$ cat config.mk
export PLATFORM = sky130hd
export DESIGN_NAME = psum_manager
export DESIGN_NICKNAME = d
export VERILOG_FILES = /design/src/psum_pkg.sv /design/src/bank_pool.sv /design/src/op_admit.sv /design/src/psum_manager.sv /design/src/segment_sequencer.sv
export VERILOG_INCLUDE_DIRS = /design/src
export SDC_FILE = /design/constraint.sdc
export NUM_CORES = 1
export LEC_CHECK = 0
export BUFFER_PORTS_ARGS = -buffer_cell sky130_fd_sc_hd__buf_4
export CORE_AREA = 2 2 85 96
export DETAILED_ROUTE_END_ITERATION = 12
export DIE_AREA = 0 0 87 98
export GPL_ROUTABILITY_DRIVEN = 0
export GPL_TIMING_DRIVEN = 0
export PLACE_DENSITY = 0.86
export SLEW_MARGIN = 10
export SYNTH_ARGS = -nofsm -noshare
export SYNTH_HDL_FRONTEND = slang
export SYNTH_SLANG_ARGS = --single-unit
$ cat constraint.sdc
create_clock -name clk -period 4.5 [get_ports clk]
set_clock_uncertainty 0.1 [all_clocks]
set_input_delay 0.45 -clock clk [delete_from_list [all_inputs] [get_ports clk]]
set_output_delay 0.45 -clock clk [all_outputs]
set_load 0.01 [all_outputs]
$ cat src/psum_defines.svh
`ifndef PSUM_DEFINES_SVH
`define PSUM_DEFINES_SVH

// Small banks take the low indices and the big banks follow them
`define PSUM_SMALL_BANKS      3
`define PSUM_BIG_BANKS        3
`define PSUM_TOTAL_BANKS      (`PSUM_SMALL_BANKS + `PSUM_BIG_BANKS)

// Longest segment that still fits in a small bank
`define PSUM_SMALL_THRESHOLD  16

// Field widths shared by the admission stage, the sequencer and the pool
`define PSUM_ADDR_WIDTH       8
`define PSUM_OP_ID_WIDTH      8
`define PSUM_SEG_COUNT_WIDTH  16
`define PSUM_BANK_WIDTH       3

`endif

$ cat src/psum_pkg.sv
`include "psum_defines.svh"

package psum_pkg;

    // Index of one partial-sum bank
    typedef logic [`PSUM_BANK_WIDTH-1:0]      bank_idx_t;

    // One occupancy flag per bank, bit n belongs to bank n
    typedef logic [`PSUM_TOTAL_BANKS-1:0]     bank_mask_t;

    // Segment length, also used for the element address inside a bank
    typedef logic [`PSUM_ADDR_WIDTH-1:0]      seg_len_t;

    // Number of segments in one operation
    typedef logic [`PSUM_SEG_COUNT_WIDTH-1:0] seg_count_t;

    // Tag the requester attaches to an operation
    typedef logic [`PSUM_OP_ID_WIDTH-1:0]     op_id_t;

    // True when a segment of this length needs one of the big banks
    function automatic logic big_segment(seg_len_t len);
        return len > seg_len_t'(`PSUM_SMALL_THRESHOLD);
    endfunction

endpackage

$ cat src/bank_pool.sv
`timescale 1ns/1ns

`include "psum_defines.svh"

module bank_pool
    import psum_pkg::*;
(
    input  logic      clk,
    input  logic      reset,
    input  logic      big_class,
    input  logic      claim,
    input  bank_idx_t claim_bank,
    input  logic      release_en,
    input  bank_idx_t release_bank,
    output bank_idx_t free_bank,
    output logic      bank_available
);

    // A set bit marks a bank that holds live partial sums
    bank_mask_t occupied;

    // ========================================================================
    // Free-bank search
    // ========================================================================

    // Lowest free index in the requested class wins
    // The loops walk downwards so the last hit is the lowest index
    always_comb begin
        free_bank      = '0;
        bank_available = 1'b0;
        if (big_class) begin
            for (int i = `PSUM_TOTAL_BANKS - 1; i >= `PSUM_SMALL_BANKS; i--) begin
                if (!occupied[i]) begin
                    free_bank      = bank_idx_t'(i);
                    bank_available = 1'b1;
                end
            end
        end else begin
            for (int i = `PSUM_SMALL_BANKS - 1; i >= 0; i--) begin
                if (!occupied[i]) begin
                    free_bank      = bank_idx_t'(i);
                    bank_available = 1'b1;
                end
            end
        end
    end

    // ========================================================================
    // Occupancy register
    // ========================================================================

    // Claim and release both land on the clock edge
    // The search above sees the old mask, so a bank freed at this edge
    // only becomes visible to a claim one cycle later
    always_ff @(posedge clk or posedge reset) begin
        if (reset) begin
            occupied <= '0;
        end else begin
            if (release_en) begin
                occupied[release_bank] <= 1'b0;
            end
            if (claim) begin
                occupied[claim_bank] <= 1'b1;
            end
        end
    end

    // The sequencer must never take a bank that still holds data
    claim_of_free_bank: assert property (
        @(posedge clk) disable iff (reset) claim |-> !occupied[claim_bank]);

    // A release always refers to a bank the sequencer claimed earlier
    release_of_used_bank: assert property (
        @(posedge clk) disable iff (reset) release_en |-> occupied[release_bank]);

endmodule

$ cat src/op_admit.sv
`timescale 1ns/1ns

module op_admit
    import psum_pkg::*;
(
    input  logic       clk,
    input  logic       reset,
    input  logic       new_op_request,
    input  seg_len_t   seq1,
    input  seg_count_t seq2,
    input  op_id_t     operation_id,
    input  logic       bank_available,
    input  logic       flush_end,
    output logic       stall,
    output logic       start,
    output logic       big_class,
    output seg_len_t   seg_len,
    output seg_count_t seg_count,
    output logic       op_done,
    output op_id_t     op_done_id
);

    // Set from the accepting edge until the flush of the operation ends
    logic   busy;

    // Id of the operation in flight, handed to op_done_id at the end
    op_id_t op_id;

    // ========================================================================
    // Request handshake
    // ========================================================================

    // Only one operation runs at a time, so a request waits for op_done
    // bank_available is low only if the pool lost track of a bank
    assign start = new_op_request && !busy && bank_available;
    assign stall = new_op_request && (busy || !bank_available);

    // While idle the pool is searched for the incoming request
    // Once busy the stored length decides for the rest of the operation
    assign big_class = busy ? big_segment(seg_len) : big_segment(seq1);

    // ========================================================================
    // Operation state
    // ========================================================================

    always_ff @(posedge clk or posedge reset) begin
        if (reset) begin
            busy    <= 1'b0;
            op_done <= 1'b0;
        end else begin
            if (start) begin
                busy <= 1'b1;
            end else if (flush_end) begin
                busy <= 1'b0;
            end
            // Pulse follows the last flush cycle by one clock
            op_done <= flush_end;
        end
    end

    // Length, count and id stay stable for the whole operation
    always_ff @(posedge clk) begin
        if (start) begin
            seg_len   <= seq1;
            seg_count <= seq2;
            op_id     <= operation_id;
        end
        if (flush_end) begin
            op_done_id <= op_id;
        end
    end

    // Zero-length segments or zero segments would never reach a phase end
    nonzero_request: assert property (
        @(posedge clk) disable iff (reset)
        start |-> (seq1 != '0) && (seq2 != '0));

endmodule

$ cat src/psum_manager.sv
`timescale 1ns/1ns

module psum_manager
    import psum_pkg::*;
(
    input  logic       clk,
    input  logic       reset,
    input  logic       new_op_request,
    input  seg_len_t   seq1,
    input  seg_count_t seq2,
    input  op_id_t     operation_id,
    output bank_idx_t  selected_bank,
    output logic       assign_valid,
    output logic       write_valid,
    output seg_len_t   write_address,
    output logic       read_valid,
    output bank_idx_t  read_bank_index,
    output seg_len_t   read_address,
    output logic       stall,
    output logic       op_done,
    output op_id_t     op_done_id
);

    // Admission stage to sequencer
    logic       start;
    seg_len_t   seg_len;
    seg_count_t seg_count;
    logic       flush_end;

    // Pool search result and the class it was searched for
    logic       big_class;
    bank_idx_t  free_bank;
    logic       bank_available;

    // Sequencer requests into the pool
    logic       claim;
    bank_idx_t  claim_bank;
    logic       release_en;
    bank_idx_t  release_bank;

    // ========================================================================
    // Admission stage
    // ========================================================================

    op_admit u_op_admit (
        .clk            (clk),
        .reset          (reset),
        .new_op_request (new_op_request),
        .seq1           (seq1),
        .seq2           (seq2),
        .operation_id   (operation_id),
        .bank_available (bank_available),
        .flush_end      (flush_end),
        .stall          (stall),
        .start          (start),
        .big_class      (big_class),
        .seg_len        (seg_len),
        .seg_count      (seg_count),
        .op_done        (op_done),
        .op_done_id     (op_done_id)
    );

    // ========================================================================
    // Shared bank pool
    // ========================================================================

    bank_pool u_bank_pool (
        .clk            (clk),
        .reset          (reset),
        .big_class      (big_class),
        .claim          (claim),
        .claim_bank     (claim_bank),
        .release_en     (release_en),
        .release_bank   (release_bank),
        .free_bank      (free_bank),
        .bank_available (bank_available)
    );

    // ========================================================================
    // Phase sequencing stage
    // ========================================================================

    segment_sequencer u_segment_sequencer (
        .clk             (clk),
        .reset           (reset),
        .start           (start),
        .seg_len         (seg_len),
        .seg_count       (seg_count),
        .free_bank       (free_bank),
        .bank_available  (bank_available),
        .claim           (claim),
        .claim_bank      (claim_bank),
        .release_en      (release_en),
        .release_bank    (release_bank),
        .selected_bank   (selected_bank),
        .assign_valid    (assign_valid),
        .write_valid     (write_valid),
        .write_address   (write_address),
        .read_valid      (read_valid),
        .read_bank_index (read_bank_index),
        .read_address    (read_address),
        .flush_end       (flush_end)
    );

endmodule

$ cat src/segment_sequencer.sv
`timescale 1ns/1ns

module segment_sequencer
    import psum_pkg::*;
(
    input  logic       clk,
    input  logic       reset,
    input  logic       start,
    input  seg_len_t   seg_len,
    input  seg_count_t seg_count,
    input  bank_idx_t  free_bank,
    input  logic       bank_available,
    output logic       claim,
    output bank_idx_t  claim_bank,
    output logic       release_en,
    output bank_idx_t  release_bank,
    output bank_idx_t  selected_bank,
    output logic       assign_valid,
    output logic       write_valid,
    output seg_len_t   write_address,
    output logic       read_valid,
    output bank_idx_t  read_bank_index,
    output seg_len_t   read_address,
    output logic       flush_end
);

    // Phase flags
    // writing covers the seq2 write phases, reading covers phases 2 and up
    // plus the flush, and reading alone means the flush is running
    logic       writing;
    logic       reading;

    // Element index within the current phase, shared by read and write
    seg_len_t   elem;
    seg_len_t   last_elem;

    // Segments fully written so far
    seg_count_t seg_done;

    // Decodes of the current cycle
    logic       last_write;
    logic       phase_end;

    // ========================================================================
    // Phase decode
    // ========================================================================

    // seg_len is nonzero for any accepted operation
    assign last_elem  = seg_len - seg_len_t'(1);
    assign phase_end  = (writing || reading) && (elem == last_elem);
    assign last_write = (seg_done == seg_count - seg_count_t'(1));

    // First bank comes at the accepting edge
    // Later banks come at every phase end that still has a segment to write
    assign claim      = start || (phase_end && writing && !last_write);
    assign claim_bank = free_bank;

    // The bank read during a phase is done with once that phase ends
    assign release_en   = phase_end && reading;
    assign release_bank = read_bank_index;

    // Last cycle of the flush phase
    assign flush_end = phase_end && reading && !writing;

    // Reads and writes of a phase walk the same addresses in lockstep
    assign write_valid   = writing;
    assign write_address = elem;
    assign read_valid    = reading;
    assign read_address  = elem;

    // ========================================================================
    // Phase control
    // ========================================================================

    always_ff @(posedge clk or posedge reset) begin
        if (reset) begin
            writing      <= 1'b0;
            reading      <= 1'b0;
            elem         <= '0;
            seg_done     <= '0;
            assign_valid <= 1'b0;
        end else begin
            // A new bank is reported in the cycle after its claim
            assign_valid <= claim;
            if (start) begin
                writing  <= 1'b1;
                reading  <= 1'b0;
                elem     <= '0;
                seg_done <= '0;
            end else if (phase_end) begin
                elem <= '0;
                if (writing) begin
                    // The segment just written is read in the next phase
                    seg_done <= seg_done + seg_count_t'(1);
                    reading  <= 1'b1;
                    if (last_write) begin
                        // No more segments so the next phase is the flush
                        writing <= 1'b0;
                    end
                end else begin
                    // Flush finished and the operation is over
                    reading <= 1'b0;
                end
            end else if (writing || reading) begin
                elem <= elem + seg_len_t'(1);
            end
        end
    end

    // Bank registers only matter while the matching valid is high
    always_ff @(posedge clk) begin
        if (claim) begin
            selected_bank <= free_bank;
        end
        if (phase_end && writing) begin
            // Written bank turns into the read bank for the next phase
            read_bank_index <= selected_bank;
        end
    end

    // With two banks busy per class the pool always has a third one ready
    claim_has_bank: assert property (
        @(posedge clk) disable iff (reset) claim |-> bank_available);

endmodule

# Word level (Yosys, flattened, before mapping)
# Index checks and enable logic that the tools add are counted.
[word_totals]
ff_bits = 81
output_inout_bits = 35
[classes]
add_sub_neg = 4
eq_ne = 2
bitwise_logic = 3
n_lt_le_gt_ge = 6
n_reduce_logical = 22
muxes = 36
[op_table]
columns = ["cell", "n"]
rows = [
  ["16-bit 2-to-1 mux", 3],
  ["8-bit 2-to-1 mux", 3],
  ["1-bit 2-to-1 mux", 19],
  ["16-bit by 1-bit adder with 16-bit output (second input constant)", 1],
  ["16-bit == test", 1],
  ["8-bit by 5-bit greater-than comparator with 1-bit output (second input constant)", 2],
  ["16-bit by 1-bit subtractor with 16-bit output (second input constant)", 1],
  ["3-bit 2-to-1 mux", 4],
  ["6-bit 2-to-1 mux", 2],
  ["1-bit logical AND", 10],
  ["8-bit by 1-bit adder with 8-bit output (second input constant)", 1],
  ["8-bit == test", 1],
  ["3-bit by 4-bit < comparator with 1-bit output (second input constant)", 2],
  ["8-bit by 1-bit subtractor with 8-bit output (second input constant)", 1],
  ["6-bit AND", 1],
  ["1-bit demux with 3-bit select", 2],
  ["3-bit by 1-bit greater-or-equal comparator with 1-bit output (second input constant)", 2],
  ["2-bit 2-to-1 mux", 3],
  ["6-bit NOT", 1],
  ["6-bit OR", 1],
  ["2-bit nonzero test", 3],
  ["1-bit zero test", 4],
  ["1-bit logical OR", 3],
  ["3-bit nonzero test", 1],
  ["2-bit AND reduction", 1],
]

# Depth between registers and ports, before layout
[logic_depth]
depth_word = 10
ltp_mapped = 11
ltp_nobuf = 10

# By module
# A second synthesis with hierarchy kept.
[unflattened]
cells_unflattened = 391
hier_area_um2 = 4164.0
[modules_own_cells]
columns = ["module", "instances", "area_each_um2", "cells_each", "seq_area_each_um2"]
rows = [
  ["segment_sequencer", 1, 2483.6, 296, 855.8],
  ["op_admit", 1, 1320.0, 53, 1251.2],
  ["bank_pool", 1, 360.3, 42, 150.1],
]

# Least setup slack after synthesis
# OpenSTA, ideal clock, no wires.
[synth_path]
path_type = "input to register"
startpoint = "in seq1[0]"
endpoint = "reg u_op_admit.op_id[0], enable pin"
stages = 8
slack_ns = 1.234
required_ns = 3.991
arrival_ns = 2.758
path_cell_list = "o41ai_1 -> nand2_1 -> nor2_1 -> a31oi_1 -> a41oi_1 -> and2_1 -> clkbuf_1 -> clkbuf_1"
[synth_via]
elab_chain_len = 4
[synth_lines]
columns = ["item", "line_no", "source"]
rows = [
  ["start: declaration", "psum_manager.sv:9", "input seg_len_t seq1,"],
  ["8-bit by 5-bit greater-than comparator with 1-bit output", "psum_pkg.sv:22", "return len > seg_len_t'(`PSUM_SMALL_THRESHOLD);"],
  ["1-bit 2-to-1 mux", "op_admit.sv:40", "assign big_class = busy ? big_segment(seg_len) : big_segment(seq1);"],
  ["1-bit 2-to-1 mux", "bank_pool.sv:31", "if (big_class) begin"],
  ["1-bit logical AND", "op_admit.sv:35", "assign start = new_op_request && !busy && bank_available;"],
  ["named net start", "psum_manager.sv:25", "logic start;"],
  ["end signal: assignment", "op_admit.sv:66", "op_id <= operation_id;"],
  ["end: declaration", "op_admit.sv:27", "op_id_t op_id;"],
]
# The timed path passes the listed nets, and every way through them passes these cells.
# A chain may end at the register's enable or synchronous reset.

# Worst setup path after layout
[layout_path]
startpoint = "reg u_op_admit.seg_count[0]"
endpoint = "reg u_segment_sequencer.selected_bank[1], enable pin"
[layout_via]
elab_chain_len = 5
[layout_lines]
columns = ["item", "line_no", "source"]
rows = [
  ["start: declaration", "op_admit.sv:18", "output seg_count_t seg_count,"],
  ["start signal: assignment", "op_admit.sv:65", "seg_count <= seq2;"],
  ["16-bit by 1-bit subtractor with 16-bit output", "segment_sequencer.sv:51", "assign last_write = (seg_done == seg_count - seg_count_t'(1));"],
  ["16-bit == test", "segment_sequencer.sv:51", ""],
  ["1-bit zero test", "segment_sequencer.sv:55", "assign claim = start || (phase_end && writing && !last_write);"],
  ["1-bit logical AND", "segment_sequencer.sv:55", ""],
  ["1-bit logical OR", "segment_sequencer.sv:55", ""],
  ["named net claim", "psum_manager.sv:36", "logic claim;"],
  ["end signal: assignment", "segment_sequencer.sv:113", "selected_bank <= free_bank;"],
  ["end: declaration", "segment_sequencer.sv:17", "output bank_idx_t selected_bank,"],
]
# The timed path passes the listed nets, and every way through them passes these cells.

==> load_flow_metrics.sql <==
INSERT INTO impl_metrics (metric_group, metric, value, unit) VALUES
('layout', 'end_of_flow_core_utilization', '0.646', ''),
('route', 'drc', '0', ''),
('layout', 'syn2layout_area_growth', '21.3', '%'),
('place', 'dpl.hpwl', '6290', 'um'),
('layout', 'finalInstanceArea', '4920', 'um^2'),
('synth', 'synth_largest_area_cell', 'sky130_fd_sc_hd__edfxtp_1', ''),
('worst_setup_path', 'worst_path_most_repeated_cell', 'sky130_fd_sc_hd__inv_1', ''),
('clock_tree', 'worst_setup_hold_path_clk_slew', '90', 'ps'),
('global_routing', 'pin_count_of_the_biggest_net_entering_global_routing', '36', ''),
('sta', 'period_needed', '3580', 'ps'),
('synth', 'synth_top_cells_by_count', '46 x sky130_fd_sc_hd__edfxtp_1, 35 x sky130_fd_sc_hd__dfrtp_1, 34 x sky130_fd_sc_hd__nor2_1', ''),
('power_and_ir_drop', 'intPower', '1080', 'uW'),
('clock_tree', 'cts_made_buffers', '9', ''),
('sta', 'setup_viol_count_final', '0', ''),
('route', 'detail_route.wirelength', '8460', 'um'),
('clock_tree', 'tritoncts', 'done', ''),
('layout', 'multi_input_comb_area', '1640', 'um^2'),
('worst_setup_path', 'timing.critical_path.slowest_cell_delay', '520', 'ps'),
('outcome', 'outcome', 'completed', ''),
('clock_tree', 'ctsLongestPathBuffers', '2', ''),
('global_routing', 'first_global_vias', '3081', ''),
('clock_tree', 'clock_insertion_delay_worst_skew', '350', 'ps'),
('clock_tree', 'post_cts_resized', '0', ''),
('worst_setup_path', 'wp_data_arrival', '3550', 'ps'),
('place', 'place_area', '4720', 'um^2'),
('sta', 'worst_slew_pin_slew', '899', 'ps'),
('global_routing', 'grt.total_usage', '0.208', ''),
('worst_setup_path', 'setup.worst_path.class', 'flop to flop', ''),
('route', 'vias', '3089', ''),
('power_and_ir_drop', 'clock_power_share', '0.400', ''),
('die', 'start_util', '0.533', ''),
('synth', 'count_of_synthesis_stage_warnings_from_yosys', '0', ''),
('synth', 'syn-mean-instance-area', '11.0', 'um^2'),
('layout', 'final_layout_size_suffix_gt1_frac', '0.244', ''),
('global_routing', 'antenna_found_initial', '0', ''),
('route', 'drt-vias-per-instance', '5.67', ''),
('worst_setup_path', 'critPathCaptureType', 'flop', ''),
('worst_setup_path', 'timing.critical_path.depth', '11', ''),
('die', 'core', '7610', 'um^2'),
('layout', 'filler_cell_count', '585', ''),
('sta', 'grt_setup_unrepaired', 'false', ''),
('route', 'number_of_antenna_violating_nets_in_the_routed_design', '0', ''),
('power_and_ir_drop', 'vdd.ir_drop.worst', '0.198', 'mV'),
('worst_setup_path', 'critical_path_required', '4480', 'ps'),
('sta', 'worst_slew_margin_rel', '0.398', ''),
('place', 'pre_cts_slack', '1040', 'ps'),
('worst_setup_path', 'cpMaxStageDelayCell', 'sky130_fd_sc_hd__nor4_1', ''),
('route', 'drtPass1Iterations', '4', ''),
('hold_path', 'worst_hold_path_type', 'input pin to asynchronous set/reset pin', ''),
('sta', 'post-route-worst-setup-slack', '925', 'ps'),
('power_and_ir_drop', 'leakagePower', '0.00196', 'uW'),
('die', 'die_outline_area', '8530', 'um^2'),
('route', 'dr.first_iter.drc_count', '147', ''),
('synth', 'synth_edf_count', '46', ''),
('sta', 'fin_worst_hold_slack', '133', 'ps'),
('clock_tree', 'cts_root_buf', 'sky130_fd_sc_hd__clkbuf_8', ''),
('synth', 'synth_cell_types', '57', ''),
('power_and_ir_drop', 'power.share.combinational', '0.023', ''),
('synth', 'synth_fp_nets', '409', ''),
('power_and_ir_drop', 'power.switching_fraction', '0.208', ''),
('synth', 'yosysMostFrequentCell', 'sky130_fd_sc_hd__edfxtp_1', ''),
('global_routing', 'global_route_wire_length_before_repair', '14000', 'um'),
('power_and_ir_drop', 'power_density', '276', 'nW/um^2'),
('synth', 'post-synth-top-area-fraction', '0.341', ''),
('clock_tree', 'postCtsSetupRepairBufs', '0', ''),
('die', 'dieHeight', '98', 'um'),
('synth', 'synth.area.top_cells', 'sky130_fd_sc_hd__edfxtp_1 34%, sky130_fd_sc_hd__dfrtp_1 22%, sky130_fd_sc_hd__xor2_1 5.6%', ''),
('worst_setup_path', 'path_cells', 'inv_1, ha_1, clkbuf_1, nand2b_1, nor4_1, mux2i_1, o31ai_1, a2111oi_2, o2111ai_1, a21oi_2, inv_1', ''),
('worst_setup_path', 'critPathTopFamily', 'compound AO/OA/AOI/OAI gates', ''),
('layout', 'nNetsFinal', '490', ''),
('place', 'number_of_port_buffers', '69', '');
[per-stage QoR]
stage,instances,power (uW)
2_1_floorplan,369,805
3_3_place_gp,528,830
3_5_place_dp,529,831
4_1_cts,545,1370
5_1_grt,545,1400
6_report,545,1360
[kinds of logic (layout without fill, tap and decap cells)]
logic type                 after synthesis  count (layout)  synth area share
buffers and inverters                   33             119            0.0401
muxes                                    1               1           0.00247
xor gates and xnor gates                40              40            0.0864
adders and majority gates                5               5            0.0154
DFF                                     81              81             0.556
and+or+nand+nor                        145             145             0.192
AOI/OAI and AO/OA                       64              64             0.107
[flip-flops by register name (all words and copies together), names as in the netlist]
name and cells:
u_bank_pool.occupied 6, u_op_admit.busy 1, u_op_admit.op_done 1, u_op_admit.op_done_id 8
u_op_admit.op_id 8, u_op_admit.seg_count 16, u_op_admit.seg_len 8, u_segment_sequencer.assign_valid 1
u_segment_sequencer.read_address 8, u_segment_sequencer.read_bank_index 3, u_segment_sequencer.read_valid 1, u_segment_sequencer.seg_done 16
u_segment_sequencer.selected_bank 3, u_segment_sequencer.write_valid 1
[power groups by stage]
stage          clock network [uW]  logic [uW]  registers, uW
2_1_floorplan                   0        5.94            799
3_3_place_gp                    0        31.3            799
3_5_place_dp                    0        32.4            799
4_1_cts                       551        32.3            782
5_1_grt                       583        35.5            782
6_report                      544        31.6            782
[per-layer routing]
| metal | GRT usage | share of wire | vias to the layer above |
|---|---|---|---|
| li1 | - | - | 1485 |
| met1 | 0.250 | 0.40 | 1471 |
| met2 | 0.352 | 0.51 | 106 |
| met3 | 0.0516 | 0.052 | 27 |
| met4 | 0.0901 | 0.033 | 0 |
| met5 | 0 | 0 | - |
[final timing paths]
path,from,to,slack (ps)
setup / recovery,u_op_admit.seg_count[0],u_segment_sequencer.selected_bank[1],920
hold / removal,reset,u_bank_pool.occupied[2],130
setup reg to reg,u_op_admit.seg_count[0],u_segment_sequencer.selected_bank[1],920
hold reg to reg,u_op_admit.op_id[3],u_op_admit.op_done_id[3],330
max in group asynchronous,reset,u_segment_sequencer.assign_valid,3690
min in group clk,seq2[8],u_op_admit.seg_count[8],170
[area by class of cell]
| class | count | share of cell area |
|---|---|---|
| Timing Repair Buffer | 70 | 0.111 |
| Multi-Input combinational cell | 255 | 0.333 |
| Clock buffer | 10 | 0.0280 |
| Sequential cell | 81 | 0.459 |
| Buffer | 19 | 0.0226 |
| Tap cell | 90 | 0.0229 |
| Clock inverter | 6 | 0.0135 |
| Inverter | 14 | 0.0107 |
[cells in the final DEF (no fill, tap or decap), types with 3 or more instances in the layout]
cell type | Yosys | layout
sky130_fd_sc_hd__buf_4 | 8 | 77
sky130_fd_sc_hd__edfxtp_1 | 46 | 46
sky130_fd_sc_hd__dfrtp_1 | 35 | 35
sky130_fd_sc_hd__nor2_1 | 34 | 34
sky130_fd_sc_hd__nand2_1 | 30 | 30
sky130_fd_sc_hd__xor2_1 | 26 | 26
sky130_fd_sc_hd__o21ai_0 | 17 | 17
sky130_fd_sc_hd__xnor2_1 | 14 | 14
sky130_fd_sc_hd__inv_1 | 14 | 13
sky130_fd_sc_hd__nand3_1 | 11 | 11
sky130_fd_sc_hd__or3_1 | 11 | 11
sky130_fd_sc_hd__a21oi_1 | 11 | 11
sky130_fd_sc_hd__clkbuf_8 | 0 | 10
sky130_fd_sc_hd__nand2b_1 | 9 | 9
sky130_fd_sc_hd__nor3_1 | 8 | 8
sky130_fd_sc_hd__o31ai_1 | 8 | 8
sky130_fd_sc_hd__clkbuf_1 | 8 | 7
sky130_fd_sc_hd__a31oi_1 | 6 | 6
sky130_fd_sc_hd__nand4_1 | 6 | 6
sky130_fd_sc_hd__nor4_1 | 5 | 5
sky130_fd_sc_hd__and3_1 | 5 | 5
sky130_fd_sc_hd__ha_1 | 5 | 5
sky130_fd_sc_hd__nor2b_1 | 4 | 4
sky130_fd_sc_hd__nand4b_1 | 4 | 4
sky130_fd_sc_hd__nand3b_1 | 3 | 3
[worst reg2reg max path, stage by stage (launching register included)]
cell and delay [ps]:
sky130_fd_sc_hd__edfxtp_1 460, sky130_fd_sc_hd__inv_1 90, sky130_fd_sc_hd__ha_1 130, sky130_fd_sc_hd__clkbuf_1 280
sky130_fd_sc_hd__nand2b_1 160, sky130_fd_sc_hd__nor4_1 520, sky130_fd_sc_hd__mux2i_1 270, sky130_fd_sc_hd__o31ai_1 110
sky130_fd_sc_hd__a2111oi_2 380, sky130_fd_sc_hd__o2111ai_1 280, sky130_fd_sc_hd__a21oi_2 380, sky130_fd_sc_hd__inv_1 160
Power figures use the tool's default switching activity.
